### config.mk
export PLATFORM = sky130hd
export DESIGN_NAME = hazard_detection
export DESIGN_NICKNAME = d
export VERILOG_FILES = /design/src/mips_pkg.sv /design/src/hazard_detection.sv
export SDC_FILE = /design/constraint.sdc
export NUM_CORES = 1
export LEC_CHECK = 0
export BUFFER_PORTS_ARGS = -buffer_cell sky130_fd_sc_hd__buf_2
export CORE_AREA = 2 2 39 41
export DETAILED_ROUTE_END_ITERATION = 7
export DIE_AREA = 0 0 41 43
export SLEW_MARGIN = 20
export SYNTH_ARGS = -nofsm -noshare
export SYNTH_HDL_FRONTEND = slang
export SYNTH_SLANG_ARGS = --single-unit
### constraint.sdc
create_clock -name vclk -period 2.9
set_input_delay 0.29 -clock vclk [all_inputs]
set_output_delay 0.29 -clock vclk [all_outputs]
set_load 0.03 [all_outputs]
### src/mips_pkg.sv
package mips_pkg;

    localparam int DATA_W     = 32;
    localparam int REG_ADDR_W = 5;

    // Primary opcodes
    localparam logic [5:0] OP_RTYPE = 6'h00;
    localparam logic [5:0] OP_J     = 6'h02;
    localparam logic [5:0] OP_BEQ   = 6'h04;
    localparam logic [5:0] OP_BNE   = 6'h05;
    localparam logic [5:0] OP_ADDI  = 6'h08;
    localparam logic [5:0] OP_LW    = 6'h23;
    localparam logic [5:0] OP_SW    = 6'h2b;

    // R-type funct field
    localparam logic [5:0] FN_ADDU = 6'h21;
    localparam logic [5:0] FN_SUBU = 6'h23;
    localparam logic [5:0] FN_AND  = 6'h24;
    localparam logic [5:0] FN_OR   = 6'h25;
    localparam logic [5:0] FN_SLT  = 6'h2a;

    localparam logic [2:0] ALU_ADD = 3'd0;
    localparam logic [2:0] ALU_SUB = 3'd1;
    localparam logic [2:0] ALU_AND = 3'd2;
    localparam logic [2:0] ALU_OR  = 3'd3;
    localparam logic [2:0] ALU_SLT = 3'd4; // Signed set-less-than

    // One instruction word, three field layouts
    typedef union packed {
        struct packed {
            logic [5:0] opcode;
            logic [4:0] rs;
            logic [4:0] rt;
            logic [4:0] rd;
            logic [4:0] shamt;
            logic [5:0] funct;
        } r;
        struct packed {
            logic [5:0]  opcode;
            logic [4:0]  rs;
            logic [4:0]  rt;
            logic [15:0] imm16;
        } i;
        struct packed {
            logic [5:0]  opcode;
            logic [25:0] target26;
        } j;
    } instr_t;

endpackage
### src/hazard_detection.sv
module hazard_detection (
    input  logic [mips_pkg::REG_ADDR_W-1:0] i_id_rs,
    input  logic [mips_pkg::REG_ADDR_W-1:0] i_id_rt,
    input  logic                            i_id_is_branch,
    input  logic                            i_id_uses_rt,
    input  logic [mips_pkg::REG_ADDR_W-1:0] i_ex_rd,
    input  logic                            i_ex_reg_write,
    input  logic                            i_ex_mem_read,
    input  logic [mips_pkg::REG_ADDR_W-1:0] i_mem_rd,
    input  logic                            i_mem_mem_read,
    input  logic                            i_redirect,
    output logic                            o_hold,
    output logic                            o_flush
);

    logic load_use;
    logic branch_ex;
    logic branch_mem;

    // Load in EX feeding the instruction in decode
    assign load_use = i_ex_mem_read && i_ex_rd != '0
                      && (i_ex_rd == i_id_rs || (i_id_uses_rt && i_ex_rd == i_id_rt));

    // Branch compares in decode, so an EX result is one cycle too late
    assign branch_ex = i_id_is_branch && i_ex_reg_write
                       && (i_ex_rd == i_id_rs || i_ex_rd == i_id_rt);

    // Load data only appears at writeback
    assign branch_mem = i_id_is_branch && i_mem_mem_read && i_mem_rd != '0
                        && (i_mem_rd == i_id_rs || i_mem_rd == i_id_rt);

    assign o_hold  = load_use || branch_ex || branch_mem;
    assign o_flush = i_redirect && !o_hold; // Redirect from a held branch is not yet valid

    // Branch check in EX relies on decode clearing the write enable for r0
    always_comb begin
        assert (!i_ex_reg_write || i_ex_rd != '0)
            else $error("Register write in EX targets register 0");
    end

endmodule

==> reports/results.tsv <==
metric	value	unit
status	completed	
Final Max Slew Viols	0	
Critical Path, Cell by Cell	buf_2 -> or4_1 -> o211ai_2 -> o221a_2 -> buf_2	
fmax	0.5537	GHz
Crit. End Element	primary output	
CLK BUF	0	
Die W	41	um
area of the core	1384	um^2
fraction of synthesized area in multiplexers	0	%
Vias	370	
Placed Area	449.2	um^2
GRT Util Overall	9.491	%
combinational family with the most area after synthesis	XOR/XNOR gates	
unrepaired setup endpoints after global routing	no	
CTS Hold Buffers Added	0	
Die Area	1763	um^2
largest net degree at the start of global routing	4	
Post-Synthesis Cells	39	
Distinct cells, synth	11	
Synth Area in Compound Gates	19.91	%
sequential cell area	0	um^2
FP Rows	14	
Layout area overhead	55.41	%
Max-Cap Viols	0	
cell mode on critical path	buf_2	
ant diodes	0	
top post-synthesis cells by area	xor2_1, a22oi_1, nor3_1	
share of the synthesized area in the top cell type	60.61	%
PwrDens	143.7	nW/um^2
critical path required time	2.61	ns
vias per cell	4.458	
setup TNS	0	ns
Final period util	62.28	%
Synth Warn #	0	
Resized Gates After CTS	0	
CP Class	in2out	
minimum clock period	1.806	ns
Setup Buffers After CTS	0	
Leak	0.2275	nW
Synth Area in Adders	0	%
Rel. slew slack	84.26	%
Seq/Total Area, Yosys	0	%
CP max stage cell	or4_1	
WHS	0.9465	ns
number of buffers added on ports	28	
Worst Setup Start Kind	input pin	
Syn Nets	65	
first-pass GRT wire length	1242	um
slowest stage delay, CP	0.55	ns
drt pass-1 iters	2	
total gr overflow	0	
ANT nets after route	0	
Die Ht	43	um
# setup viols final	0	
Seq cells	0	
Detailed Route Iter0 Violations	1	
cell area after layout	449.2	um^2
VDD IR-drop max	0.04929	mV
post-synthesis simple-gate area fraction	19.48	%
Initial Util	20.89	%
Critical Path AT	1.52	ns
layout cells sized above 1	44.78	%
Worst Tran Pin Value	0.2361	ns
final hold vios	0	
syn avg cell area	7.411	um^2
Yosys top cell by area	xor2_1	
XOR/XNOR Fraction of Synth Area	60.61	%
Avg WL per Cell	9.904	um
layout net count	95	
initial antenna violation count	0	
Remaining DRCs	0	
Hold WC Path Type	in2out	
Final HPWL DP	770.2	um
GPL Wtd Cong	0.7905	
Critical Path Fanout Max	3	
Post-Synthesis Cell Area	289.0	um^2
number of I/O pins	28	
WL final	822	um
number of global-route vias before repair	312	
## final cells by class
class	instances	area, um^2
well taps	16	20.02
fillers	165	934.6
repair buffers	28	140.1
multi-input cells	39	289.0
## per-layer routing
metal | vias up | part of all wire, % | GRT usage (%)
met2 | 18 | 45 | 15.63
met5 | - | 0 | 0
met3 | 0 | 11 | 0
met1 | 155 | 44 | 14.24
met4 | 0 | 0 | 0
li1 | 197 | - | -
## synthesized netlist by cell type (all sizes together)
cell type / count
nor2: 5
or4: 1
a21oi: 1
a22oi: 3
o211ai: 1
nand2: 1
o221a: 1
xor2: 20
nor3: 4
o22ai: 1
nor4: 1
## cell families (layout without fill, tap and decap cells)
logic type,count (synthesis),count (layout)
AO/OA/AOI/OAI,7,7
buffers and inverters,0,28
AND/OR/NAND/NOR,12,12
XOR/XNOR,20,20
## path summary, 6_finish.rpt
check / start / end / slack [ns] / depth (start not counted)
setup / recovery: i_mem_rd[1] / o_flush / 1.09 / 5
hold / removal: i_redirect / o_flush / 0.95 / 3
## power by group
group	total (mW)	switching [mW]	leakage, nW	internal, mW
sequential	0	0	0	0
clock	0	0	0	0
combinational	0.0645	0.0331	0.228	0.0314
total	0.0645	0.0331	0.228	0.0314
## per-stage QoR
stage / power [mW] / setup WS, ns / utilization [%] / std cells
3_3_place_gp: 0.06494 / 1.095 / 32.46 / 83
3_5_place_dp: 0.06545 / 1.079 / 32.46 / 83
6_report: 0.06454 / 1.094 / 32.46 / 83
2_1_floorplan: 0.03207 / 1.296 / - / 39
4_1_cts: 0.06580 / 1.079 / 32.46 / 83
5_1_grt: 0.07255 / 1.016 / 32.46 / 83
## cell usage in the layout (no fill, tap or decap)
cell	n
a22oi_1	3
a21oi_1	1
buf_2	28
nor3_1	4
o211ai_2	1
nor4_1	1
xor2_1	20
nand2_1	1
o221a_2	1
o22ai_1	1
or4_1	1
nor2_1	5
## critical path, delay by kind of cell
family	cells	cell delay, ns
simple gates	1	0.55
compound gates	2	0.36
buf+inv	2	0.31
No activity file was read; power rests on OpenSTA's default activity.
