==> config.mk <==
export PLATFORM = sky130hd
export DESIGN_NAME = instruction_fetch
export DESIGN_NICKNAME = d
export VERILOG_FILES = /design/src/mips_pkg.sv /design/src/instruction_fetch.sv
export SDC_FILE = /design/constraint.sdc
export NUM_CORES = 2
export LEC_CHECK = 0
export BUFFER_PORTS_ARGS = -buffer_cell sky130_fd_sc_hd__buf_2
export CORE_UTILIZATION = 56
export DETAILED_ROUTE_END_ITERATION = 6
export GPL_ROUTABILITY_DRIVEN = 0
export PLACE_DENSITY = 0.71
export SLEW_MARGIN = 20
export SYNTH_ARGS = -nofsm -noshare
export SYNTH_HDL_FRONTEND = slang
export SYNTH_SLANG_ARGS = --single-unit
==> constraint.sdc <==
create_clock -name i_clk -period 2.9 [get_ports i_clk]
set_input_delay 0.58 -clock i_clk [delete_from_list [all_inputs] [get_ports i_clk]]
set_output_delay 0.58 -clock i_clk [all_outputs]
set_load 0.01 [all_outputs]
==> src/mips_pkg.sv <==
package mips_pkg;

    localparam int DATA_W     = 32;
    localparam int REG_ADDR_W = 5;

    // Primary opcodes
    localparam logic [5:0] OP_RTYPE = 6'h00;
    localparam logic [5:0] OP_J     = 6'h02;
    localparam logic [5:0] OP_BEQ   = 6'h04;
    localparam logic [5:0] OP_BNE   = 6'h05;
    localparam logic [5:0] OP_ADDI  = 6'h08;
    localparam logic [5:0] OP_LW    = 6'h23;
    localparam logic [5:0] OP_SW    = 6'h2b;

    // R-type funct field
    localparam logic [5:0] FN_ADDU = 6'h21;
    localparam logic [5:0] FN_SUBU = 6'h23;
    localparam logic [5:0] FN_AND  = 6'h24;
    localparam logic [5:0] FN_OR   = 6'h25;
    localparam logic [5:0] FN_SLT  = 6'h2a;

    localparam logic [2:0] ALU_ADD = 3'd0;
    localparam logic [2:0] ALU_SUB = 3'd1;
    localparam logic [2:0] ALU_AND = 3'd2;
    localparam logic [2:0] ALU_OR  = 3'd3;
    localparam logic [2:0] ALU_SLT = 3'd4; // Signed set-less-than

    // One instruction word, three field layouts
    typedef union packed {
        struct packed {
            logic [5:0] opcode;
            logic [4:0] rs;
            logic [4:0] rt;
            logic [4:0] rd;
            logic [4:0] shamt;
            logic [5:0] funct;
        } r;
        struct packed {
            logic [5:0]  opcode;
            logic [4:0]  rs;
            logic [4:0]  rt;
            logic [15:0] imm16;
        } i;
        struct packed {
            logic [5:0]  opcode;
            logic [25:0] target26;
        } j;
    } instr_t;

endpackage
==> src/instruction_fetch.sv <==
module instruction_fetch #(
    parameter int IMEM_DEPTH = 64
) (
    input  logic                          i_clk,
    input  logic                          i_rst,
    input  logic                          i_stall,
    input  logic                          i_hold,
    input  logic                          i_flush,
    input  logic                          i_redirect,
    input  logic [mips_pkg::DATA_W-1:0]   i_target,
    input  logic                          i_imem_we,
    input  logic [$clog2(IMEM_DEPTH)-1:0] i_imem_addr,
    input  logic [mips_pkg::DATA_W-1:0]   i_imem_data,
    output logic [mips_pkg::DATA_W-1:0]   o_pc,
    output logic [mips_pkg::DATA_W-1:0]   o_ifid_instr,
    output logic [mips_pkg::DATA_W-1:0]   o_ifid_pc4
);
    import mips_pkg::*;

    localparam int AW = $clog2(IMEM_DEPTH);

    logic [DATA_W-1:0] imem [IMEM_DEPTH];
    logic [DATA_W-1:0] pc4;
    logic              advance;

    assign pc4     = o_pc + DATA_W'(4);
    assign advance = !i_stall && !i_hold;

    always_ff @(posedge i_clk) begin
        if (i_imem_we) begin
            imem[i_imem_addr] <= i_imem_data; // Program load port, also during reset
        end
    end

    always_ff @(posedge i_clk or posedge i_rst) begin
        if (i_rst) begin
            o_pc         <= '0;
            o_ifid_instr <= '0;
            o_ifid_pc4   <= '0;
        end else if (advance) begin
            o_pc         <= i_redirect ? i_target : pc4;
            o_ifid_instr <= i_flush ? '0 : imem[o_pc[AW+1:2]]; // Zero word is a no-op
            o_ifid_pc4   <= pc4;
        end
    end

    // A program must keep the PC inside the loaded memory
    assert property (@(posedge i_clk) disable iff (i_rst) o_pc < DATA_W'(IMEM_DEPTH * 4))
        else $error("PC %h is outside instruction memory", o_pc);

endmodule

==> impl_metrics.ini <==
[global_routing]
met2_usage = 0.4535
grt_busiest_layer = met2
grt_max_degree = 89
grt_pass1_wl_um = 304100
grt_antenna_before_repair = 17
grt_util_met3 = 0.05922
grt_pass1_vias = 42710
grt-ovfl-total = 0
gr-usage-met1 = 0.4041
grt_usage = 0.2863

[worst_setup_path]
critical_path.endpoint_type = register
crit_fanout = 31
path_buf_inv = 3
cp_cell_sequence = buf_12 -> buf_12 -> buf_4 -> mux4_2 -> mux4_2 -> nand2b_1 -> a41oi_1
max_stage_delay_ns = 0.49
crit_arrival_ns = 3.50
critPathRequiredTime_ns = 3.56
crit_type = reg -> reg
crit_family = multiplexers
critPathSlowestCell = mux4_2
worstSetupStartpointType = register

[route]
wl_per_cell_um = 33.17
viasPerCell = 6.606
ant_nets = 0
drc = 1
dr.first_iter.drc_count = 5599
dr.pass1.iters = 7
wl_um = 212200
num_vias = 42250

[clock_network]
cts_buffer_depth = 3
cts_sinks = 2144
cts_buffers = 202
cts_htree_levels = 4
cts_tree = built
root_buffer = clkbuf_16
cts.clk_slew.worst_paths_ns = 0.06
insertion_delay_ns = 0.82

[synth]
synth_top_area_frac = 0.7410
netlist_area_um2 = 83000
synth_most_common_cell = edfxtp_1
synth_common_cells = edfxtp_1, mux4_2, mux2i_1
synth_cell_types = 70
synth_cells = 3835
synthArstFlopShare = 0.04478
synth-main-ff-cell = edfxtp_1
synth_top_area_cell = edfxtp_1
yosys_warnings = 0
synth_enable_flop_cells = 2048
synth-seq-area-share = 0.7699
syn_area_per_cell_um2 = 21.64
ys_ff_latch = 2144
ys_top_cells_by_area = edfxtp_1, mux4_2, dfrtp_1, mux2i_1, a22oi_1
syn-num-nets = 3913

[die]
dieArea_um2 = 149800
row_count = 140
dieWidth_um = 387.0
fp.dieH_um = 387.0
start_util = 0.5668
io_pins = 173
core_area_um2 = 146400

[timing]
relSlewSlack = 0.2989
finalCriticalPeriod_ns = 2.831
hold_viol_final = 0
hold_slack_ns = 0.06686
rsz0062_at_grt = false
drv_slew = 0
setup_viol = 0
tightestPinTransition_ns = 1.052
post-route-period-util = 0.9762
fmax_mhz = 353.2
skew_ns = 0.02571
setup_slack_ns = 0.06910

[placement]
io_buffers = 172
pre_cts_slack_ns = -0.4984
dpl.hpwl_um = 122300

[job]
drv_cap = 0

[min_path]
min_path_type = in -> reg

[outcome]
status = complete, but fails checks
violations = DRC

[power_and_ir_drop]
leakagePower_nw = 30.76
p_per_area_nw_per_um2 = 745.8
peakVddDrop_mv = 0.6271

[cells_and_area]
syn_to_final_growth_pct = 15.71
fin_nets = 4373
final_layout_size_suffix_gt1_frac = 0.3073
==> stage by stage <==
| stage | std cells | utilization | cell area (um^2) | power [W] | TNS, ns |
|---|---|---|---|---|---|
| 6_report | 6395 | 0.6558 | 96040 | 0.07163 | 0 |
| 3_5_place_dp | 5996 | 0.6099 | 89320 | 0.04614 | -1.062 |
| 3_3_place_gp | 5996 | 0.6099 | 89320 | 0.04599 | -0.8758 |
| 5_1_grt | 6383 | 0.6556 | 96010 | 0.07354 | 0 |
| 2_1_floorplan | 3835 | - | 83080 | 0.04175 | -155.15 |
| 4_1_cts | 6376 | 0.6550 | 95920 | 0.07191 | 0 |
==> routing by layer <==
metal / vias to the layer above / share of wire
met5: - / 0.00043
met4: 14 / 0.031
met3: 385 / 0.11
met2: 2457 / 0.48
met1: 22310 / 0.38
li1: 17090 / -
==> kinds of logic after synthesis <==
logic type	synth area share
flops	0.7699
mux	0.1590
compound gates	0.03218
simple gates	0.02009
buf+inv	0.01572
xor+xnor	0.002955
fa+ha+maj	0.0001507
==> placed cells by master (no fill, tap or decap), drive strengths merged, types with 11 or more instances in the layout <==
cell     synthesis  final
a2111oi         14     14
a21oi           48     48
a221oi          17     17
a22oi           87     87
buf            134    480
bufinv           0     16
clkbuf          93    279
clkinv           1     72
dfrtp           96     96
diode            0     13
edfxtp        2048   2048
inv              7     12
mux2            13     13
mux2i          178    178
mux4           500    500
nand2          110    110
nand2b          20     20
nand3           25     25
nor2           124    124
nor2b           17     17
nor3            16     16
o211ai          12     12
o21ai           82     82
o221ai          16     16
o22a            11     11
o22ai           19     19
o2bb2ai         14     14
xnor2           20     20
==> worst reg2reg max path, cell delays in order (launching register included) <==
cell      delay [ns]
dfrtp_4         0.48
buf_12          0.17
buf_12          0.27
buf_4           0.24
mux4_2          0.49
mux4_2          0.48
nand2b_1        0.36
a41oi_1         0.19
==> state kept, by name, summed over array words and instances, names as in the netlist <==
name,flops
imem,2048
o_ifid_instr,32
o_ifid_pc4,32
o_pc,32
==> where the power goes <==
group | switching, W | internal, W
combinational | 0.00577 | 0.00478
clock | 0.0111 | 0.0150
sequential | 0.000587 | 0.0344
total | 0.0175 | 0.0542
==> worst paths after layout <==
| path | from | to | slack [ns] | depth (start not counted) |
|---|---|---|---|---|
| min reg2reg | o_ifid_pc4[15] | o_ifid_pc4[15] | 0.47 | 2 |
| min in group asynchronous | i_rst | o_ifid_pc4[1] | 0.35 | 3 |
| max in group asynchronous | i_rst | o_ifid_instr[17] | 1.90 | 4 |
| max reg2reg | o_pc[2] | o_ifid_instr[21] | 0.07 | 7 |
| min | i_target[8] | o_pc[8] | 0.07 | 3 |
| max | o_pc[2] | o_ifid_instr[21] | 0.07 | 7 |
==> layout make-up <==
type / count / area [um^2]
antenna: 13 / 32.53
clock buffer: 279 / 5642
clock inverter: 95 / 882.1
fill: 9322 / 50400
inverter: 8 / 33.78
multi-input combinational: 1456 / 18330
sequential: 2144 / 63920
tap: 1917 / 2399
timing repair buffer: 483 / 4800
==> timing repair <==
action,4_1_cts,5_1_grt
hold endpoints to repair,20,0
hold buffers,3,0
resized for setup,3,2
setup endpoints to repair,7,3
buffers inserted,3,3
pin swaps,1,0
cloned,0,0
Note: power is estimated with default switching activity, not from simulation.
