[src/mips_pkg.sv]
package mips_pkg;

    localparam int DATA_W     = 32;
    localparam int REG_ADDR_W = 5;

    // Primary opcodes
    localparam logic [5:0] OP_RTYPE = 6'h00;
    localparam logic [5:0] OP_J     = 6'h02;
    localparam logic [5:0] OP_BEQ   = 6'h04;
    localparam logic [5:0] OP_BNE   = 6'h05;
    localparam logic [5:0] OP_ADDI  = 6'h08;
    localparam logic [5:0] OP_LW    = 6'h23;
    localparam logic [5:0] OP_SW    = 6'h2b;

    // R-type funct field
    localparam logic [5:0] FN_ADDU = 6'h21;
    localparam logic [5:0] FN_SUBU = 6'h23;
    localparam logic [5:0] FN_AND  = 6'h24;
    localparam logic [5:0] FN_OR   = 6'h25;
    localparam logic [5:0] FN_SLT  = 6'h2a;

    localparam logic [2:0] ALU_ADD = 3'd0;
    localparam logic [2:0] ALU_SUB = 3'd1;
    localparam logic [2:0] ALU_AND = 3'd2;
    localparam logic [2:0] ALU_OR  = 3'd3;
    localparam logic [2:0] ALU_SLT = 3'd4; // Signed set-less-than

    // One instruction word, three field layouts
    typedef union packed {
        struct packed {
            logic [5:0] opcode;
            logic [4:0] rs;
            logic [4:0] rt;
            logic [4:0] rd;
            logic [4:0] shamt;
            logic [5:0] funct;
        } r;
        struct packed {
            logic [5:0]  opcode;
            logic [4:0]  rs;
            logic [4:0]  rt;
            logic [15:0] imm16;
        } i;
        struct packed {
            logic [5:0]  opcode;
            logic [25:0] target26;
        } j;
    } instr_t;

endpackage
[src/instruction_decode.sv]
module instruction_decode (
    input  logic                            i_clk,
    input  logic                            i_rst,
    input  logic                            i_stall,
    input  logic                            i_hold,
    input  logic [mips_pkg::DATA_W-1:0]     i_instr,
    input  logic [mips_pkg::DATA_W-1:0]     i_pc4,
    input  logic                            i_wb_we,
    input  logic [mips_pkg::REG_ADDR_W-1:0] i_wb_addr,
    input  logic [mips_pkg::DATA_W-1:0]     i_wb_data,
    input  logic [mips_pkg::REG_ADDR_W-1:0] i_exmem_rd,
    input  logic                            i_exmem_reg_write,
    input  logic [mips_pkg::DATA_W-1:0]     i_exmem_alu,
    output logic                            o_redirect,
    output logic [mips_pkg::DATA_W-1:0]     o_target,
    output logic [mips_pkg::REG_ADDR_W-1:0] o_rs,
    output logic [mips_pkg::REG_ADDR_W-1:0] o_rt,
    output logic                            o_is_branch,
    output logic                            o_uses_rt,
    output logic [mips_pkg::DATA_W-1:0]     o_ex_a,
    output logic [mips_pkg::DATA_W-1:0]     o_ex_b,
    output logic [mips_pkg::DATA_W-1:0]     o_ex_imm,
    output logic [mips_pkg::REG_ADDR_W-1:0] o_ex_rs,
    output logic [mips_pkg::REG_ADDR_W-1:0] o_ex_rt,
    output logic [mips_pkg::REG_ADDR_W-1:0] o_ex_rd,
    output logic [2:0]                      o_ex_alu_op,
    output logic                            o_ex_alu_src,
    output logic                            o_ex_reg_write,
    output logic                            o_ex_mem_read,
    output logic                            o_ex_mem_write
);
    import mips_pkg::*;

    instr_t                ins;
    logic [DATA_W-1:0]     regs [2**REG_ADDR_W];
    logic [DATA_W-1:0]     rs_val, rt_val, br_a, br_b, imm;
    logic [REG_ADDR_W-1:0] dest;
    logic [2:0]            alu_op;
    logic                  alu_src, reg_write, mem_read, mem_write, is_jump, taken;

    // r0 reads zero; a write in the same cycle is passed through
    function automatic logic [DATA_W-1:0] read_reg(input logic [REG_ADDR_W-1:0] addr);
        if (addr == '0) begin
            return '0;
        end
        if (i_wb_we && i_wb_addr == addr) begin
            return i_wb_data;
        end
        return regs[addr];
    endfunction

    assign ins    = i_instr;
    assign o_rs   = ins.r.rs;
    assign o_rt   = ins.r.rt;
    assign imm    = {{16{ins.i.imm16[15]}}, ins.i.imm16};
    assign rs_val = read_reg(o_rs);
    assign rt_val = read_reg(o_rt);

    always_comb begin
        alu_op      = ALU_ADD;
        alu_src     = 1'b0;
        reg_write   = 1'b0;
        mem_read    = 1'b0;
        mem_write   = 1'b0;
        is_jump     = 1'b0;
        o_is_branch = 1'b0;
        o_uses_rt   = 1'b0;
        dest        = ins.i.rt; // I-type writes rt
        case (ins.r.opcode)
            OP_RTYPE: begin
                o_uses_rt = 1'b1;
                dest      = ins.r.rd;
                reg_write = 1'b1;
                case (ins.r.funct)
                    FN_ADDU: alu_op = ALU_ADD;
                    FN_SUBU: alu_op = ALU_SUB;
                    FN_AND:  alu_op = ALU_AND;
                    FN_OR:   alu_op = ALU_OR;
                    FN_SLT:  alu_op = ALU_SLT;
                    default: reg_write = 1'b0; // Unsupported funct retires nothing
                endcase
            end
            OP_ADDI: begin
                alu_src   = 1'b1;
                reg_write = 1'b1;
            end
            OP_LW: begin
                alu_src   = 1'b1;
                reg_write = 1'b1;
                mem_read  = 1'b1;
            end
            OP_SW: begin
                alu_src   = 1'b1;
                mem_write = 1'b1;
                o_uses_rt = 1'b1; // Store data
            end
            OP_BEQ, OP_BNE: begin
                o_is_branch = 1'b1;
                o_uses_rt   = 1'b1;
            end
            OP_J:    is_jump = 1'b1;
            default: ;
        endcase
    end

    // Branch operands, ALU results bypassed from EX/MEM
    assign br_a  = (i_exmem_reg_write && i_exmem_rd == o_rs) ? i_exmem_alu : rs_val;
    assign br_b  = (i_exmem_reg_write && i_exmem_rd == o_rt) ? i_exmem_alu : rt_val;
    assign taken = o_is_branch && ((br_a == br_b) == (ins.r.opcode == OP_BEQ));

    assign o_redirect = taken || is_jump;
    assign o_target   = is_jump ? {i_pc4[31:28], ins.j.target26, 2'b00}
                                : i_pc4 + {imm[DATA_W-3:0], 2'b00};

    always_ff @(posedge i_clk) begin
        if (i_wb_we) begin
            regs[i_wb_addr] <= i_wb_data;
        end
    end

    // ID/EX control, a bubble while held
    always_ff @(posedge i_clk or posedge i_rst) begin
        if (i_rst) begin
            o_ex_reg_write <= 1'b0;
            o_ex_mem_read  <= 1'b0;
            o_ex_mem_write <= 1'b0;
            o_ex_rd        <= '0;
        end else if (!i_stall) begin
            o_ex_reg_write <= reg_write && dest != '0 && !i_hold;
            o_ex_mem_read  <= mem_read && !i_hold;
            o_ex_mem_write <= mem_write && !i_hold;
            o_ex_rd        <= i_hold ? '0 : dest;
        end
    end

    always_ff @(posedge i_clk) begin
        if (!i_stall) begin
            o_ex_a       <= rs_val;
            o_ex_b       <= rt_val;
            o_ex_imm     <= imm;
            o_ex_rs      <= o_rs;
            o_ex_rt      <= o_rt;
            o_ex_alu_op  <= alu_op;
            o_ex_alu_src <= alu_src;
        end
    end

    assert property (@(posedge i_clk) disable iff (i_rst) i_wb_we |-> i_wb_addr != '0)
        else $error("Writeback targets register 0");

endmodule

[config.mk]
export PLATFORM = sky130hd
export DESIGN_NAME = instruction_decode
export DESIGN_NICKNAME = d
export VERILOG_FILES = /design/src/mips_pkg.sv /design/src/instruction_decode.sv
export SDC_FILE = /design/constraint.sdc
export NUM_CORES = 2
export LEC_CHECK = 0
export BUFFER_PORTS_ARGS = -buffer_cell sky130_fd_sc_hd__clkbuf_2
export CAP_MARGIN = 20
export CELL_PAD_IN_SITES_DETAIL_PLACEMENT = 2
export CELL_PAD_IN_SITES_GLOBAL_PLACEMENT = 2
export CORE_UTILIZATION = 47
export DETAILED_ROUTE_END_ITERATION = 16
export PLACE_DENSITY = 0.92
export SLEW_MARGIN = 20
export SYNTH_ARGS = -nofsm -noshare
export SYNTH_HDL_FRONTEND = slang
export SYNTH_SLANG_ARGS = --single-unit
[constraint.sdc]
create_clock -name i_clk -period 4.2 [get_ports i_clk]
set_input_delay 0.42 -clock i_clk [delete_from_list [all_inputs] [get_ports i_clk]]
set_output_delay 0.42 -clock i_clk [all_outputs]
set_load 0.01 [all_outputs]
==> results.ini, run 1 <==
[yosys]
synth_enable_flop_cells=1118
synth-compound-area-share_pct=6.83
ys_warn_count=0
synthMuxAreaShare_pct=23.1
yosys.area_share.adder_pct=0.689
async_flop_share_pct=0.710
netlist_area_mm2=0.0556
synth_nets=3360
synth.distinct_cells=90
synth_seq_area_share_pct=60.7
synthSimpleGateAreaFrac_pct=4.08
synthXorXnorAreaFrac_pct=1.20
netlist_instances=3186
syn_area_per_cell_um2=17.5
synth_top_family_by_area=multiplexers
ys.flop_type=edfxtp_1
synth-seq-cells=1126

[floorplan]
start_util_pct=47.7
die_h_um=346
ioPinCount=307
chipWidth_um=346
row_count=125

[place]
gp_congestion=0.922
port_buffers=306
hpwl_mm=205

[run_status]
firstError=[ERROR DPL-0033] detailed placement checks failed during check placement.
status=did not finish
lastStage=3_5_place_dp

-- stage by stage --
stage / hold WS [ps] / TNS [ps] / std cells / worst slack (ps)
2_1_floorplan: 236 / 0 / 3186 / 289
3_3_place_gp: 372 / -469 / 5364 / -469
-- cells by family after synthesis --
| kind of cell | count (synthesis) |
|---|---|
| compound gates | 526 |
| xor+xnor | 76 |
| fa+ha+maj | 30 |
| buf+inv | 301 |
| flops | 1126 |
| mux | 659 |
| simple gates | 468 |
-- synthesized netlist by cell type (all sizes together), types with 23 or more instances --
cell / instances / area (um^2)
edfxtp: 1118 / 33600
mux4: 486 / 11000
buf: 179 / 1420
nor2: 141 / 529
mux2i: 132 / 1320
nand2: 127 / 477
a21oi: 83 / 415
a22oi: 79 / 603
clkbuf: 72 / 270
o22ai: 71 / 444
o21ai: 64 / 320
inv: 49 / 186
xnor2: 47 / 412
mux2: 41 / 462
nand3: 30 / 150
a211oi: 29 / 218
ha: 29 / 363
xor2: 29 / 254
nor3: 28 / 140
a221oi: 23 / 219
nor2b: 23 / 144
==> run 2: changes to the inputs <==
- CELL_PAD_IN_SITES_DETAIL_PLACEMENT: 2 -> default
- CELL_PAD_IN_SITES_GLOBAL_PLACEMENT: 2 -> default
- CORE_UTILIZATION: 47 -> 40
- PLACE_DENSITY: 0.92 -> default
- PLACE_DENSITY_LB_ADDON: default -> 0.15
==> run 2 against run 1 <==
Against the previous run: the flow now finishes, with violations (setup timing); synthesized area unchanged; synthesized cell count unchanged.
==> results.ini, run 2 <==
[power_and_ir_drop]
powerDensity_mw_per_mm2=405
p_sw_mw=6.92
cellInternalPower_mw=20.7
swShare_pct=25.0
p_seq_share_pct=45.9
power_frac_comb_pct=13.9
ir_drop_v=0.000305
clock_power_share_pct=40.2
p_leak_nw=23.9

[critical_path]
worstRegToRegCells=7
path_cells=mux4_1 > mux4_2 > nand2b_4 > a32o_2 > a2bb2o_2 > mux2_4 > o22ai_2 > a211oi_2 > and4b_2 > o31a_1 > nand2_2 > buf_6
cp_slowest_cell=mux4_2
critical_path_arrival_ps=4330
critPathKind=reg -> out
reg2reg_to=o_ex_b[18]
cp-start-kind=register
startpoint=regs[8][14]
r2r_start=regs[15][18]
crit_required_ps=3780
crit_fanout=4
cp-endpoint=o_redirect
r2r_slack_ps=1710
max_stage_delay_ps=510
end_kind=output port

[yosys]
ys.flop_type=edfxtp_1
netlist_area_mm2=0.0556  ; unchanged
syn_area_per_cell_um2=17.5  ; unchanged
synth_top_area_share_pct=60.4  ; unchanged
synth_seq_area_share_pct=60.7  ; unchanged
yosysTopAreaCell=edfxtp_1
synthTopCellsByArea=edfxtp_1 60%, mux4_2 19%, mux2i_1 2.4%, mux4_1 1.3%, a22oi_1 1.0%
netlist_instances=3186  ; unchanged
synth.distinct_cells=90  ; unchanged
yosys.cell_count.top_type=edfxtp_1
ys_warn_count=0  ; unchanged
synth.cells.most_frequent=1118 x edfxtp_1, 459 x mux4_2, 141 x nor2_1
synth_nets=3360  ; unchanged
synth-seq-cells=1126  ; unchanged
async_flop_share_pct=0.710  ; unchanged
synth_enable_flop_cells=1118  ; unchanged

[clock_tree]
root_buffer=clkbuf_16
clock_sinks=1126
cts-buffers-inserted=121
cts_tree=yes
cts_max_level=3
clkLatencyLatePin_ps=780
clk_path_buf_depth=3
clk_pin_slew_ps=60

[place]
placement.cell_area_mm2=0.0634
gp_congestion=0.949  ; +2.9%
post-place-cells=5611
port_buffers=306  ; unchanged
hpwl_mm=148  ; -28%

[sta]
hold_viol_final=0
period_share_pct=113
fin_skew_ps=33.9
fin_tns_setup_ps=-549
clock.fmax_mhz=211
tightest_slew_ps=1040
setup_viol=1
relSlewSlack_pct=30.8
fin_crit_ps=4750
rsz0062_at_grt=true
worst_slack_ps=-549
hold_slack_ps=51.2
maxSlewViolCount=0

[finish]
nets=4149
syn2layout_area_growth_pct=22.7
final_common_cell=edfxtp_1
multi_input_area_mm2=0.0205
regArea_mm2=0.0338
fin_cells=5877
layout_common_cells=1118 x edfxtp_1, 502 x buf_4, 464 x mux4_2, 296 x clkbuf_2, 131 x mux2i_1
largest-register=regs
reg_top3=regs: 1024 flops, o_ex_a: 32 flops, o_ex_b: 32 flops
fillers=11400
fin_area_mm2=0.0682
largest_reg_flops=1024
drive_gt1_share_pct=42.2

[grt]
grt.met2_usage_pct=49.5
grt_max_degree=82
grt_util_met1_pct=40.8
grt_pass1_vias=37800
met3_usage_pct=5.49
antenna_found_initial=10
grt_first_pass_wirelength_mm=301
grt-ovfl-total=0
globalRouteTotalUtil_pct=30.8
grt-busiest-layer=met2

[routing]
vias=38100
via_per_inst=6.48
drc=0
drt_wl_total_mm=219
first_iter_violations=5234
ant_nets=0
drt_first_pass_iters=5
wl_per_cell_um=37.3

[floorplan]
chipWidth_um=375  ; +8.3%
ioPinCount=307  ; unchanged
dieArea_mm2=0.140
core_area_mm2=0.138
die_h_um=375  ; +8.3%
start_util_pct=40.4  ; -7.3 points
row_count=136  ; +8.8%

[run_status]
status=finished, violations left
violations=setup timing

[hold_path]
min_path_type=in -> reg

[flow_run]
drv_cap=0

[run 2: worst min path at each step]
stage,end,cells past startpoint,from,slack (ps)
5_1_grt,regs[27][10],1,i_wb_data[10],50
6_report,regs[27][10],1,i_wb_data[10],50
4_1_cts,o_ex_mem_read,3,i_instr[28],10
2_1_floorplan,o_ex_mem_read,1,i_rst,240
3_3_place_gp,o_ex_mem_read,2,i_rst,360
3_5_place_dp,o_ex_reg_write,2,i_rst,380
[run 2: area by class of cell]
type	instances	share of cell area [%]
Timing Repair Buffer	917	10.8
Tap cell	1794	3.29
Clock buffer	147	4.71
Clock inverter	79	1.25
Antenna cell	5	0.0183
Inverter	50	0.286
Sequential cell	1126	49.5
Multi-Input combinational cell	1759	30.1
[run 2: through the flow]
stage | power [mW] | util, % | worst slack (ps)
global placement | 16.5 | 46.1 | -869
CTS | 27.6 | 49.3 | -626
finish | 27.6 | 49.5 | -549
detailed placement | 16.6 | 46.1 | -773
floorplan | 14.8 | - | 289
global route | 28.3 | 49.5 | -612
[run 2: kinds of logic after synthesis]
group / after synthesis / share of synthesized area, %
adder cells (fa/ha/maj): 30 / 0.689
XOR/XNOR: 76 / 1.20
buffers and inverters: 301 / 3.38
AND/OR/NAND/NOR: 468 / 4.08
flip-flops: 1126 / 60.7
AO/OA/AOI/OAI: 526 / 6.83
multiplexers: 659 / 23.1
[run 2: per-layer routing]
layer  vias up  wire length [um]  part of all wire [%]
met1     20000             83300                    38
met4         4             11100                   5.0
met3       500             20700                   9.5
li1      15000                 -                     -
met5         -                23                 0.010
met2      2527            104000                    47
[run 2: what timing repair did]
item / CTS / global route
hold endpoints to repair: 29 / 0
endpoints found under the setup margin: 3 / 6
hold buffers: 20 / 0
buffers inserted: 2 / 13
pin swaps: 9 / 13
cloned: 0 / 2
gates resized for setup: 25 / 58
[run 2: critical path, delay by kind of cell, from the launching register on]
| family | cells | cell delay, ps |
|---|---|---|
| AO/OA/AOI/OAI | 5 | 1160 |
| buffers and inverters | 1 | 150 |
| flip-flops | 1 | 410 |
| multiplexers | 3 | 1210 |
| AND/OR/NAND/NOR | 3 | 650 |
[run 2: power by group through the flow]
stage | clock network, mW | logic [mW] | registers [mW]
2_1_floorplan | 0 | 1.84 | 12.9
3_3_place_gp | 0 | 3.64 | 12.9
3_5_place_dp | 0 | 3.67 | 12.9
4_1_cts | 11.2 | 3.73 | 12.7
5_1_grt | 11.6 | 3.99 | 12.7
6_report | 11.1 | 3.84 | 12.7
(Power assumes the default switching activity.)
