[src/mips_pkg.sv]
package mips_pkg;

    localparam int DATA_W     = 32;
    localparam int REG_ADDR_W = 5;

    // Primary opcodes
    localparam logic [5:0] OP_RTYPE = 6'h00;
    localparam logic [5:0] OP_J     = 6'h02;
    localparam logic [5:0] OP_BEQ   = 6'h04;
    localparam logic [5:0] OP_BNE   = 6'h05;
    localparam logic [5:0] OP_ADDI  = 6'h08;
    localparam logic [5:0] OP_LW    = 6'h23;
    localparam logic [5:0] OP_SW    = 6'h2b;

    // R-type funct field
    localparam logic [5:0] FN_ADDU = 6'h21;
    localparam logic [5:0] FN_SUBU = 6'h23;
    localparam logic [5:0] FN_AND  = 6'h24;
    localparam logic [5:0] FN_OR   = 6'h25;
    localparam logic [5:0] FN_SLT  = 6'h2a;

    localparam logic [2:0] ALU_ADD = 3'd0;
    localparam logic [2:0] ALU_SUB = 3'd1;
    localparam logic [2:0] ALU_AND = 3'd2;
    localparam logic [2:0] ALU_OR  = 3'd3;
    localparam logic [2:0] ALU_SLT = 3'd4; // Signed set-less-than

    // One instruction word, three field layouts
    typedef union packed {
        struct packed {
            logic [5:0] opcode;
            logic [4:0] rs;
            logic [4:0] rt;
            logic [4:0] rd;
            logic [4:0] shamt;
            logic [5:0] funct;
        } r;
        struct packed {
            logic [5:0]  opcode;
            logic [4:0]  rs;
            logic [4:0]  rt;
            logic [15:0] imm16;
        } i;
        struct packed {
            logic [5:0]  opcode;
            logic [25:0] target26;
        } j;
    } instr_t;

endpackage
[src/execution.sv]
module execution (
    input  logic                            i_clk,
    input  logic                            i_rst,
    input  logic                            i_stall,
    input  logic [mips_pkg::DATA_W-1:0]     i_a,
    input  logic [mips_pkg::DATA_W-1:0]     i_b,
    input  logic [mips_pkg::DATA_W-1:0]     i_imm,
    input  logic [mips_pkg::REG_ADDR_W-1:0] i_rs,
    input  logic [mips_pkg::REG_ADDR_W-1:0] i_rt,
    input  logic [mips_pkg::REG_ADDR_W-1:0] i_rd,
    input  logic [2:0]                      i_alu_op,
    input  logic                            i_alu_src,
    input  logic                            i_reg_write,
    input  logic                            i_mem_read,
    input  logic                            i_mem_write,
    input  logic                            i_wb_we,
    input  logic [mips_pkg::REG_ADDR_W-1:0] i_wb_addr,
    input  logic [mips_pkg::DATA_W-1:0]     i_wb_data,
    output logic [mips_pkg::DATA_W-1:0]     o_mem_alu,
    output logic [mips_pkg::DATA_W-1:0]     o_mem_store,
    output logic [mips_pkg::REG_ADDR_W-1:0] o_mem_rd,
    output logic                            o_mem_reg_write,
    output logic                            o_mem_mem_read,
    output logic                            o_mem_mem_write
);
    import mips_pkg::*;

    logic [DATA_W-1:0] op_a, fwd_b, op_b, result;
    logic              mem_fwd_ok;

    // EX/MEM of a load holds an address, never forwarded
    assign mem_fwd_ok = o_mem_reg_write && !o_mem_mem_read;

    assign op_a  = (mem_fwd_ok && o_mem_rd == i_rs) ? o_mem_alu :
                   (i_wb_we && i_wb_addr == i_rs)   ? i_wb_data : i_a;
    assign fwd_b = (mem_fwd_ok && o_mem_rd == i_rt) ? o_mem_alu :
                   (i_wb_we && i_wb_addr == i_rt)   ? i_wb_data : i_b;
    assign op_b  = i_alu_src ? i_imm : fwd_b;

    always_comb begin
        case (i_alu_op)
            ALU_SUB: result = op_a - op_b;
            ALU_AND: result = op_a & op_b;
            ALU_OR:  result = op_a | op_b;
            ALU_SLT: result = {{(DATA_W-1){1'b0}}, $signed(op_a) < $signed(op_b)};
            default: result = op_a + op_b; // ADD and address math
        endcase
    end

    always_ff @(posedge i_clk or posedge i_rst) begin
        if (i_rst) begin
            o_mem_reg_write <= 1'b0;
            o_mem_mem_read  <= 1'b0;
            o_mem_mem_write <= 1'b0;
            o_mem_rd        <= '0;
        end else if (!i_stall) begin
            o_mem_reg_write <= i_reg_write;
            o_mem_mem_read  <= i_mem_read;
            o_mem_mem_write <= i_mem_write;
            o_mem_rd        <= i_rd;
        end
    end

    always_ff @(posedge i_clk) begin
        if (!i_stall) begin
            o_mem_alu   <= result;
            o_mem_store <= fwd_b; // Store data after forwarding
        end
    end

endmodule

[config.mk]
export PLATFORM = sky130hd
export DESIGN_NAME = execution
export DESIGN_NICKNAME = d
export VERILOG_FILES = /design/src/mips_pkg.sv /design/src/execution.sv
export SDC_FILE = /design/constraint.sdc
export NUM_CORES = 1
export LEC_CHECK = 0
export BUFFER_PORTS_ARGS = -buffer_cell sky130_fd_sc_hd__buf_2
export CAP_MARGIN = 25
export CORE_ASPECT_RATIO = 2
export CORE_MARGIN = 3
export CORE_UTILIZATION = 60
export DETAILED_ROUTE_END_ITERATION = 16
export GPL_TIMING_DRIVEN = 0
export PLACE_DENSITY = 0.89
export REMOVE_ABC_BUFFERS = 1
export SYNTH_ARGS = -nofsm -noshare
export SYNTH_HDL_FRONTEND = slang
export SYNTH_SLANG_ARGS = --single-unit
[constraint.sdc]
create_clock -name i_clk -period 10.6 [get_ports i_clk]
set_clock_uncertainty 0.15 [all_clocks]
set_input_delay 0.53 -clock i_clk [delete_from_list [all_inputs] [get_ports i_clk]]
set_output_delay 0.53 -clock i_clk [all_outputs]
set_load 0.03 [all_outputs]
==> results of run 1 <==
[area by class of cell]
cell class              instances  share of cell area
multi-input cells             916              0.5991
flip-flops and latches         72              0.1951
repair buffers                241              0.1247
inverters                     101             0.03486
well taps                     195             0.02244
clock buffers                  12             0.02175
clock inverters                 4            0.001956
[cell families after synthesis]
group,count (synthesis),share of synthesized area
multiplexers,117,0.1312
AND/OR/NAND/NOR,312,0.1570
XOR/XNOR,38,0.03606
flip-flops,72,0.2299
AO/OA/AOI/OAI,344,0.2344
buffers and inverters,162,0.06738
adder cells (fa/ha/maj),105,0.1440
[sequential cells by signal, indices dropped and copies added, names as in the netlist]
signal / flops
o_mem_mem_write: 1
o_mem_alu: 32
o_mem_reg_write: 1
o_mem_mem_read: 1
o_mem_store: 32
o_mem_rd: 5
[metal layers]
metal | vias up | share of wire
met5 | - | 0
met4 | 0 | 0.072
met3 | 176 | 0.063
met2 | 530 | 0.55
met1 | 4572 | 0.32
li1 | 4535 | -
[synth_stat cells (4+ instances only)]
| master | count | area (sq um) |
|---|---|---|
| nand2b_1 | 12 | 75.07 |
| inv_1 | 97 | 364.1 |
| o211ai_1 | 13 | 97.59 |
| o21bai_1 | 9 | 67.56 |
| mux2_2 | 32 | 360.4 |
| buf_1 | 7 | 26.28 |
| o221ai_1 | 6 | 52.55 |
| nand2_1 | 59 | 221.5 |
| and3_1 | 8 | 50.05 |
| nand3_1 | 17 | 85.08 |
| xor2_1 | 22 | 192.7 |
| a221oi_1 | 12 | 105.1 |
| a31oi_1 | 9 | 56.30 |
| a21oi_1 | 129 | 645.6 |
| nand4_1 | 5 | 31.28 |
| ha_1 | 103 | 1289 |
| o21ai_0 | 61 | 305.3 |
| edfxtp_1 | 64 | 1922 |
| o31ai_1 | 7 | 52.55 |
| buf_2 | 5 | 25.02 |
| dfrtp_1 | 8 | 200.2 |
| mux2i_1 | 85 | 850.8 |
| xnor2_1 | 16 | 140.1 |
| clkbuf_1 | 47 | 176.4 |
| a211oi_1 | 10 | 75.07 |
| nor4_1 | 11 | 68.82 |
| o22ai_1 | 21 | 131.4 |
| or2_2 | 4 | 25.02 |
| a211o_1 | 5 | 43.79 |
| o21ba_2 | 4 | 40.04 |
| nor2_1 | 140 | 525.5 |
| nor2b_1 | 20 | 125.1 |
| nor3_1 | 16 | 80.08 |
| a21o_1 | 17 | 127.6 |
[placed cells by master, fill, tap and decap left out, types with 4 or more instances in the layout]
cell type	instances
inv_2	4
xor2_1	21
nand3_1	15
o31ai_1	7
nor2_1	139
o211ai_1	13
o21ba_2	4
and3_1	6
nand2b_1	12
dfrtp_1	8
nor3_1	16
o21bai_1	9
xnor2_1	15
a21o_1	17
edfxtp_1	64
a31oi_1	9
nand4_1	5
mux2_2	32
a21oi_1	129
o21ai_0	61
ha_1	103
a221oi_1	12
inv_1	96
o221ai_1	6
nor4_1	11
a211oi_1	10
buf_12	4
clkbuf_16	9
nand2_1	59
or2_2	4
buf_2	230
o22ai_1	21
mux2i_1	85
buf_8	4
a211o_1	5
nor2b_1	20
[how the worst max path moves through the flow]
stage                              end  depth (start not counted)                    start
2_1_floorplan  o_mem_alu[26]$_DFFE_PN_                         16  o_mem_rd[3]$_DFFE_PP0N_
3_3_place_gp    o_mem_alu[0]$_DFFE_PN_                         17                  i_rt[3]
3_5_place_dp    o_mem_alu[0]$_DFFE_PN_                         17             i_wb_addr[2]
4_1_cts         o_mem_alu[0]$_DFFE_PN_                         16  o_mem_rd[3]$_DFFE_PP0N_
5_1_grt        o_mem_alu[24]$_DFFE_PN_                         16  o_mem_rd[3]$_DFFE_PP0N_
6_report        o_mem_alu[0]$_DFFE_PN_                         16  o_mem_rd[3]$_DFFE_PP0N_
[worst register-to-register path, cell delays in order, from the launching register on]
cell      delay, ns
dfrtp_1        0.45
xor2_1         0.19
nor4_1         0.39
nand3_2        0.59
buf_12         0.41
nor2_1         0.14
a21oi_1        0.06
mux2_2         0.30
ha_1           0.51
nor2b_1        0.11
o31ai_1        0.37
nand4b_1       0.32
o41ai_1        0.62
o21ai_1        0.25
a41oi_1        0.45
o21ai_0        0.31
a21oi_1        0.25
[what timing repair did]
item | 4_1_cts | 5_1_grt
endpoints found under the hold margin | 8 | 0
setup endpoints to repair | 0 | 0
hold buffers | 1 | 0
[power breakdown]
group	internal [mW]	total, mW	leakage [nW]	switching (mW)
registers	0.351	0.372	0.723	0.0207
logic	0.227	0.623	4.08	0.396
clock network	0.157	0.281	0.124	0.124
total	0.735	1.28	4.93	0.541
[stage by stage]
stage	hold slack, ns	std cells	setup slack, ns	utilization
floorplan	0.1957	1089	4.937	-
global placement	0.3332	1514	3.138	0.6932
detailed placement	0.3442	1524	4.482	0.7082
CTS	0.2616	1541	4.694	0.7261
global route	0.2608	1541	4.275	0.7261
finish	0.2625	1541	4.560	0.7261
==> summary.md, run 1 <==
| Metric | Value |
|---|---|
| Storage element area | 2122 sq um |
| Slack of the worst reg-to-reg path | 4.56 ns |
| Core ar. | about 15,000 sq um |
| Number of synthesized register bits | 72 |
| Main synth FF type | edfxtp_1 |
| EDFF count, synth | 64 |
| 1st-pass router iterations | 5 |
| Final Power | 1.276 mW |
| Area of the multi-input gates | between 6000 and 7000 sq um |
| Maximum vdd ir drop | approximately 88 uV |
| Routed Antenna Nets | 0 |
| MaxCap Viol Count | 0 |
| Most used cell, CP | a21oi_1 |
| Die Height | ~180 um |
| I/O pins | between 200 and 250 |
| Worst path slowest cell | o41ai_1 |
| Final instance area | 10,870 sq um |
| CP max FO | 35 |
| GR Layer Usage met1 | 0.3303 |
| Tcrit/Tclk final | 0.5698 |
| Setup TNS | 0 ns |
| Clock tree sinks | 72 |
| Max clock buf depth | 2 |
| Worst rel slew slack | 0.3376 |
| CP delay by family, top | compound AO/OA/AOI/OAI gates |
| WP data required | between 10 and 15 ns |
| Status | completed |
| H-tree depth | 3 |
| Std-Cell Rows | 63 |
| Post-synth ARST share | 0.1111 |
| Die W | between 90 and 100 um |
| P&R area growth vs syn | 17.83% |
| Share of cells above drive strength 1 | 0.2296 |
| Antenna violations before repair | 0 |
| Via count | approximately 9.8k |
| All-layer global routing usage | 0.3544 |
| Total leakage power | roughly 5 nW |
| DRC marker count from the first detailed-route iteration | about 660 |
| Tmin final | ~6.0 ns |
| Die area | about 17,000 sq um |
| Via/cell ratio | 6.368 |
| Synthesized netlist cell count | 1,150 |
| TritonCTS clock tree | done |
| Critical path type | flip-flop to flip-flop |
| First-pass GRT wire length | approximately 48,000 um |
| RD Place Congestion | approximately 1.0 |
| Critical path, cell by cell | xor2_1 > nor4_1 > nand3_2 > buf_12 > nor2_1 > a21oi_1 > mux2_2 > ha_1 > nor2b_1 > o31ai_1 > nand4b_1 > o41ai_1 > o21ai_1 > a41oi_1 > o21ai_0 > a21oi_1 |
| Max frequency | roughly 170 MHz |
| Worst r2r dst | o_mem_alu[0]$_DFFE_PN_ |
| GRT Max-Usage Layer | met2 |
| Avg Inst Size Synth | between 8 and 9 sq um |
| Synthesis Warnings | 0 |
| Clock-pin slew of the registers on the worst-case setup and hold paths | around 0.06 ns |
| Placed Area | 10,610 sq um |
| CTS Root Cell | clkbuf_16 |
| N_diodes | 0 |
| Hold Vio Cnt, Final | 0 |
| Met3 Usage GRT | 0.05182 |
| Residual DRC | 0 |
| Max Slew Vio Count | 0 |
| Total CTS buffers | 9 |
| Post-CTS resize count | 0 |
| DP Wirelength | between 20,000 and 25,000 um |
| Netlist cell types | between 70 and 80 |
| Reg2reg path depth | 16 |
| CP Buf/Inv Count | 1 |
| Critical Path Source Type | flip-flop |
| Clock latency on the worst-skew pair | roughly 0.35 ns |
| NumNets Final | between 1.5k and 2k |
| GR Util met2 | 0.6730 |
| RR Startpoint | o_mem_rd[3]$_DFFE_PP0N_ |
| Initial Util | 0.6162 |
| RSZ-0062 raised after global routing | false |
| Gr ovfl total | 0 |
| Crit path arrival time | roughly 6 ns |
| Slew at the pin closest to its max-slew limit | slightly below 1 ns |
| Routed wire length | roughly 31,000 um |
| Pwr/cell area | between 100 and 150 nW/um^2 |
| I/O Buffers | 230 |
| Post-CTS Setup Bufs | 0 |
| Largest net degree at the start of global routing | 42 |
| Hold depth | 2 |
| Hold Path Class | input port to flip-flop |
| Crit-path max cell delay | 0.62 ns |
| Avg WL per Cell | around 20 um |
| Cell Area, Synth | ~9200 sq um |
| Sequential fraction of the synthesis area | 0.2299 |
| Vias in the first global route | slightly above 10k |
| Hold path endpoint | o_mem_mem_read$_DFFE_PP0N_ |
| Fillcell total | between 1k and 1.5k |
| Worst setup EP type | flip-flop |
| Setup-failing EPs final | 0 |
| Hold path startpoint | i_mem_read |
Note: power is estimated with default switching activity, not from simulation.
==> run 2, diff against run 1 <==
- CORE_UTILIZATION: 60 -> 50
- PLACE_DENSITY: 0.89 -> 0.79
- clock period: 10.6 -> 5.3 ns (I/O delays scaled with it)
==> run 2 against run 1 <==
  * Critical path depth is 1 lower
  * Utilization is 10 points lower
  * Combinational power is 110% higher
  * Cell count is 1.8% higher
  * Critical path type unchanged
==> summary.md, run 2 (same netlist as run 1, synthesis figures left out) <==
| Metric | Value |
|---|---|
| Via/cell ratio | between 6 and 7 |
| Clock tree sinks | 72 |
| Total CTS buffers | 9 |
| Hold Vio Cnt, Final | 0 |
| Met3 wire len | between 1500 and 2000 um |
| Most common cell after layout, fill and taps aside | buf_2 |
| Tmin final | approximately 5.2 ns |
| Reg2reg path depth | 15 |
| DP Wirelength | ~25,000 um |
| Routed wire length | 32,480 um |
| Setup-failing EPs final | 0 |
| Via count | ~9.7k |
| Largest regs | o_mem_alu (32), o_mem_store (32), o_mem_rd (5) |
| Maximum vdd ir drop | 176.4 uV |
| Share of cells above drive strength 1 | 0.2397 |
| CP max FO | 32 |
| Worst Setup EP | o_mem_alu[31]$_DFFE_PN_ |
| Setup TNS | 0 ns |
| DRC marker count from the first detailed-route iteration | just under 600 |
| N_diodes | 0 |
| Hold Path Class | input port to flip-flop |
| Residual DRC | 0 |
| Tcrit/Tclk final | 0.9763 |
| Initial Util | 0.5139 |
| Worst rel slew slack | 0.3489 |
| Metal-1 WL | about 11,000 um |
| Critical Path Source Type | flip-flop |
| Die W | slightly above 100 um |
| Clock-pin slew of the registers on the worst-case setup and hold paths | 0.07 ns |
| 1st-pass router iterations | 7 |
| I/O pins | 231 |
| Slack of the worst reg-to-reg path | ~0.13 ns |
| H-tree depth | 3 |
| WP data required | roughly 5.3 ns |
| Worst r2r dst | o_mem_alu[31]$_DFFE_PN_ |
| Metal2 WL | 17,750 um |
| Die area | around 20,000 sq um |
| TritonCTS clock tree | done |
| Antenna violations before repair | 0 |
| Pwr/cell area | 253.4 nW/um^2 |
| Avg WL per Cell | roughly 21 um |
| Status | completed |
| Clock latency on the worst-skew pair | around 0.35 ns |
| Largest net degree at the start of global routing | 65 |
| Std-Cell Rows | 69 |
| Die Height | 198.1 um |
| CTS Root Cell | clkbuf_16 |
| Routed Antenna Nets | 0 |
| First-pass GRT wire length | 48,830 um |
| RD Place Congestion | 0.9457 |
| Crit path arrival time | ~5 ns |
| Top sig layer | met4 |
| Core ar. | between 15,000 and 20,000 sq um |
| Hold depth | 2 |
| Vias in the first global route | 9,805 |
| Critical path type | flip-flop to flip-flop |
| Max Slew Vio Count | 0 |
| NumNets Final | about 1.6k |
| MaxCap Viol Count | 0 |
| Most frequent cells in the layout | 230 x buf_2, 139 x nor2_1, 128 x a21oi_1, 103 x ha_1, 96 x inv_1 |
| RR Startpoint | o_mem_rd[0]$_DFFE_PP0N_ |
| Final core occ | 0.6229 |
| Total leakage power | 5.036 nW |
| All-layer global routing usage | 0.3098 |
| Worst setup EP type | flip-flop |
| Max frequency | between 150 and 200 MHz |
| RSZ-0062 raised after global routing | false |
| Max clock buf depth | 2 |
| I/O Buffers | 230 |
| Worst Setup SP | o_mem_rd[0]$_DFFE_PP0N_ |
| Gr ovfl total | 0 |
| P&R area growth vs syn | 21.20% |
| Slew at the pin closest to its max-slew limit | 0.9730 ns |
==> run 2: changes by cell type in the layout (fill, tap and decap cells not counted), sizes merged <==
| cell | before | now |
|---|---|---|
| clkinv | 4 | 3 |
| dlygate4sd3 | 1 | 6 |
| nand3 | 17 | 19 |
| clkbuf | 12 | 9 |
| bufinv | 0 | 5 |
| buf | 240 | 243 |
| clkinvlp | 1 | 0 |
==> run 2: layer usage <==
layer,track usage,vias up
li1,-,4546
met1,0.2926,4579
met2,0.5887,443
met3,0.04337,137
met4,0.2122,0
met5,0,-
==> run 2: layout make-up <==
class,instances,area [sq um]
Clock buffer,9,225.2
Clock inverter,7,157.7
Fill cell,1604,6771
Inverter,101,381.6
Multi-Input combinational cell,918,6616
Sequential cell,72,2122
Tap cell,213,266.5
Timing Repair Buffer,249,1416
==> run 2: metrics by stage <==
stage | std cells | hold slack, ns | worst slack (ns) | area (sq um) | power [mW]
2_1_floorplan | 1089 | -0.06934 | -0.3634 | 8986 | 1.578
4_1_cts | 1566 | 0.002959 | 0.01033 | 11140 | 2.808
5_1_grt | 1569 | 0.01522 | 0.001037 | 11190 | 2.966
3_5_place_dp | 1542 | 0.08645 | -0.7496 | 10620 | 1.967
6_report | 1569 | 0.001053 | 0.1258 | 11190 | 2.835
3_3_place_gp | 1532 | 0.08354 | -2.039 | 10400 | 1.939
==> run 2: where the power goes <==
group	total [mW]	internal, mW	switching, mW	leakage [nW]
clock network	0.816	0.552	0.263	0.185
registers	0.744	0.703	0.0408	0.723
logic	1.28	0.461	0.814	4.13
total	2.83	1.72	1.12	5.04
==> run 2: repair_timing <==
item	CTS	global route
hold buffers	6	0
cloned	1	1
resized for setup	11	3
hold endpoints to repair	13	0
setup endpoints to repair	15	11
buffers inserted	1	2
pin swaps	1	3
==> run 2: worst max-delay path, stage by stage (launching register included) <==
cell and delay (ns):
dfrtp_1 0.43, xnor2_1 0.60, nand3_4 0.20, buf_16 0.22, nor2_1 0.09, a21oi_1 0.05
mux2_2 0.28, ha_1 0.45, inv_1 0.13, a2111oi_0 0.50, a211o_1 0.31, a21o_1 0.19
o211ai_2 0.22, a2111oi_1 0.53, mux2i_1 0.15, or4_1 0.42
==> run 2: worst min-delay path by stage <==
stage	from	end
floorplan	i_rst	o_mem_mem_read$_DFFE_PP0N_
global placement	i_rst	o_mem_mem_write$_DFFE_PP0N_
detailed placement	i_rst	o_mem_mem_read$_DFFE_PP0N_
CTS	i_rd[2]	o_mem_rd[2]$_DFFE_PP0N_
global route	i_rd[2]	o_mem_rd[2]$_DFFE_PP0N_
finish	i_rd[2]	o_mem_rd[2]$_DFFE_PP0N_
==> run 3, diff against run 2 <==
- CELL_PAD_IN_SITES_DETAIL_PLACEMENT: unset -> 2
- CELL_PAD_IN_SITES_GLOBAL_PLACEMENT: unset -> 2
- CORE_UTILIZATION: 50 -> 29
- HOLD_SLACK_MARGIN: unset -> 0.03
- PLACE_DENSITY: 0.79 -> unset
- PLACE_DENSITY_LB_ADDON: unset -> 0.1
==> run 3 against run 2 <==
  * Sequential cell count unchanged
  * Power decreased by 4.2%
  * Non-clock buffer count increased by 12
  * Global-route usage decreased by 6.3 points
  * Via count increased by 0.73%
  * Clock-buffer cell count increased by 3
  * Largest cell class unchanged
==> summary.md, run 3 (same netlist as run 1, synthesis figures left out) <==
| Metric | Value |
|---|---|
| Status | completed |
| Core ar. | a little over 30,000 sq um |
| Largest regs | o_mem_alu (32), o_mem_store (32), o_mem_rd (5) |
| Avg WL per Cell | 23.89 um |
| Hold path startpoint | i_b[6] |
| Hold Path Class | input port to flip-flop |
| Max frequency | 193.4 MHz |
| Via/cell ratio | between 5 and 6 |
| Slack of the worst reg-to-reg path | about 0.13 ns |
| Initial Util | 0.2969 |
| Worst r2r dst | o_mem_alu[29]$_DFFE_PN_ |
| Area of the multi-input gates | around 6800 sq um |
| Int Power | between 1.5 and 2 mW |
| N_diodes | 0 |
| CP max FO | 8 |
| Final Power | 2.716 mW |
| Routed wire length | between 40,000 and 50,000 um |
| Tcrit/Tclk final | 0.9754 |
| Total leakage power | about 5.1 nW |
| MaxCap Viol Count | 0 |
| Clock-pin slew of the registers on the worst-case setup and hold paths | about 0.060 ns |
| RD Place Congestion | 0.9157 |
| Die area | about 34,000 sq um |
| Final instance area | roughly 12,000 sq um |
| Crit path arrival time | 5.07 ns |
| Critical path type | flip-flop to flip-flop |
| Psw | 1.208 mW |
| Vias in the first global route | between 10k and 15k |
| Worst path slowest cell | o21ai_0 |
| Setup-failing EPs final | 0 |
| Final core occ | 0.3752 |
| Most common cell after layout, fill and taps aside | buf_2 |
| Fillcell total | between 3k and 4k |
| CP delay by family, top | compound AO/OA/AOI/OAI gates |
| Comb power frac | 0.511 |
| Via count | between 9k and 10k |
| Hold Vio Cnt, Final | 0 |
| Most used cell, CP | o21ai_0 |
| Crit-path max cell delay | approximately 0.56 ns |
| RR Startpoint | o_mem_rd[2]$_DFFE_PP0N_ |
| Std-Cell Rows | slightly above 90 |
| Die Height | 258.3 um |
| Antenna violations before repair | 0 |
| Most frequent cells in the layout | 230 x buf_2, 139 x nor2_1, 127 x a21oi_1, 102 x ha_1, 95 x inv_1 |
| Largest net degree at the start of global routing | 42 |
| Clock power frac | 0.215 |
| RSZ-0062 raised after global routing | true |
| Maximum vdd ir drop | between 150 and 200 uV |
| Worst setup EP type | flip-flop |
| P&R area growth vs syn | 26.36% |
| Slew at the pin closest to its max-slew limit | 1.012 ns |
| Residual DRC | 0 |
| Routed Antenna Nets | 0 |
| CP Buf/Inv Count | 1 |
| H-tree depth | 3 |
| CTS Root Cell | clkbuf_16 |
| Pwr/cell area | 232.9 nW/um^2 |
| Hold depth | 3 |
| I/O Buffers | 230 |
| Tmin final | about 5.2 ns |
| First-pass GRT wire length | 65,160 um |
| Sequential share of power | 0.275 |
| Die W | about 130 um |
| I/O pins | 231 |
| Total CTS buffers | 9 |
| Critical path, cell by cell | xor2_1 > nor4_4 > buf_6 > nand3_4 > nor2_1 > a21oi_1 > mux2_2 > ha_1 > or2_2 > a211o_1 > a2111o_1 > o21ai_0 > a311oi_1 > xnor2_1 > o21ai_0 |
| Setup TNS | 0 ns |
| Share of cells above drive strength 1 | 0.2509 |
| DP Wirelength | between 30,000 and 40,000 um |
| Max clock buf depth | 2 |
| TritonCTS clock tree | done |
| Clock latency on the worst-skew pair | ~0.37 ns |
| Reg2reg path depth | 15 |
| DRC marker count from the first detailed-route iteration | just over 400 |
| Critical path depth | 15 |
| Placed Area | about 11,000 sq um |
| Worst rel slew slack | 0.3253 |
| Gr ovfl total | 0 |
| Clock tree sinks | 72 |
| Switch share | 0.4449 |
| Critical Path Source Type | flip-flop |
| Max Slew Vio Count | 0 |
| 1st-pass router iterations | 4 |
| WP data required | about 5.2 ns |
| Hold path endpoint | o_mem_store[6]$_DFFE_PN_ |
| All-layer global routing usage | 0.2469 |
| Storage element area | 2122 sq um |
| NumNets Final | 1,630 |
## run 3: cell count changes in the layout (fill, tap and decap cells not counted), moves of 3 or more
cell and change:
buf_12 +3, buf_16 +3, buf_4 +6, buf_8 -3, bufinv_16 -5, clkbuf_1 +3, clkinv_2 +3, dlygate4sd3_1 +3
nand3_4 +4
## run 3: worst max path at each step
stage                                        from                       to  slack, ns
after detailed placement  o_mem_rd[3]$_DFFE_PP0N_  o_mem_alu[26]$_DFFE_PN_      -1.10
final                     o_mem_rd[2]$_DFFE_PP0N_  o_mem_alu[29]$_DFFE_PN_       0.13
after global routing      o_mem_rd[2]$_DFFE_PP0N_  o_mem_alu[31]$_DFFE_PN_      -0.05
after CTS                 o_mem_rd[2]$_DFFE_PP0N_  o_mem_alu[31]$_DFFE_PN_       0.05
after global placement    o_mem_rd[3]$_DFFE_PP0N_  o_mem_alu[26]$_DFFE_PN_      -2.55
after floorplan           o_mem_rd[3]$_DFFE_PP0N_  o_mem_alu[26]$_DFFE_PN_      -0.36
## run 3: per-layer routing
metal	GRT usage	share of wire
met2	0.5217	0.59
met5	0	0
met4	0.09842	0.043
met1	0.2314	0.34
met3	0.02972	0.029
## run 3: worst min-delay path: stages
cell and delay [ns]:
buf_2 0.08, mux2i_1 0.05, a21oi_1 0.16
## run 3: power groups by stage
| stage | sequential [mW] | combinational [mW] | clock, mW |
|---|---|---|---|
| after CTS | 0.747 | 1.38 | 0.612 |
| final | 0.746 | 1.39 | 0.583 |
| after global placement | 0.757 | 1.27 | 0 |
| after detailed placement | 0.756 | 1.31 | 0 |
| after floorplan | 0.871 | 0.708 | 0 |
| after global routing | 0.756 | 1.51 | 0.633 |
## run 3: per-stage QoR
step	hold slack, ns	setup slack, ns	std cells
2_1_floorplan	-0.06934	-0.3634	1089
3_3_place_gp	0.08594	-2.552	1737
3_5_place_dp	0.09838	-1.104	1746
4_1_cts	0.1658	0.05193	1785
5_1_grt	0.1830	-0.05145	1789
6_report	0.1790	0.1301	1789
## run 3: layout make-up
| class | instances | area share |
|---|---|---|
| clock buffers | 12 | 0.02028 |
| clock inverters | 4 | 0.001931 |
| inverters | 101 | 0.03273 |
| multi-input cells | 921 | 0.5820 |
| flip-flops and latches | 72 | 0.1820 |
| well taps | 418 | 0.04485 |
| repair buffers | 261 | 0.1363 |
## run 3: repair_timing
action | 4_1_cts | 5_1_grt
setup endpoints to repair | 22 | 11
endpoints found under the hold margin | 16 | 0
buffers inserted | 9 | 3
hold buffers | 9 | 0
pin swaps | 6 | 2
cloned | 5 | 0
resized for setup | 22 | 12
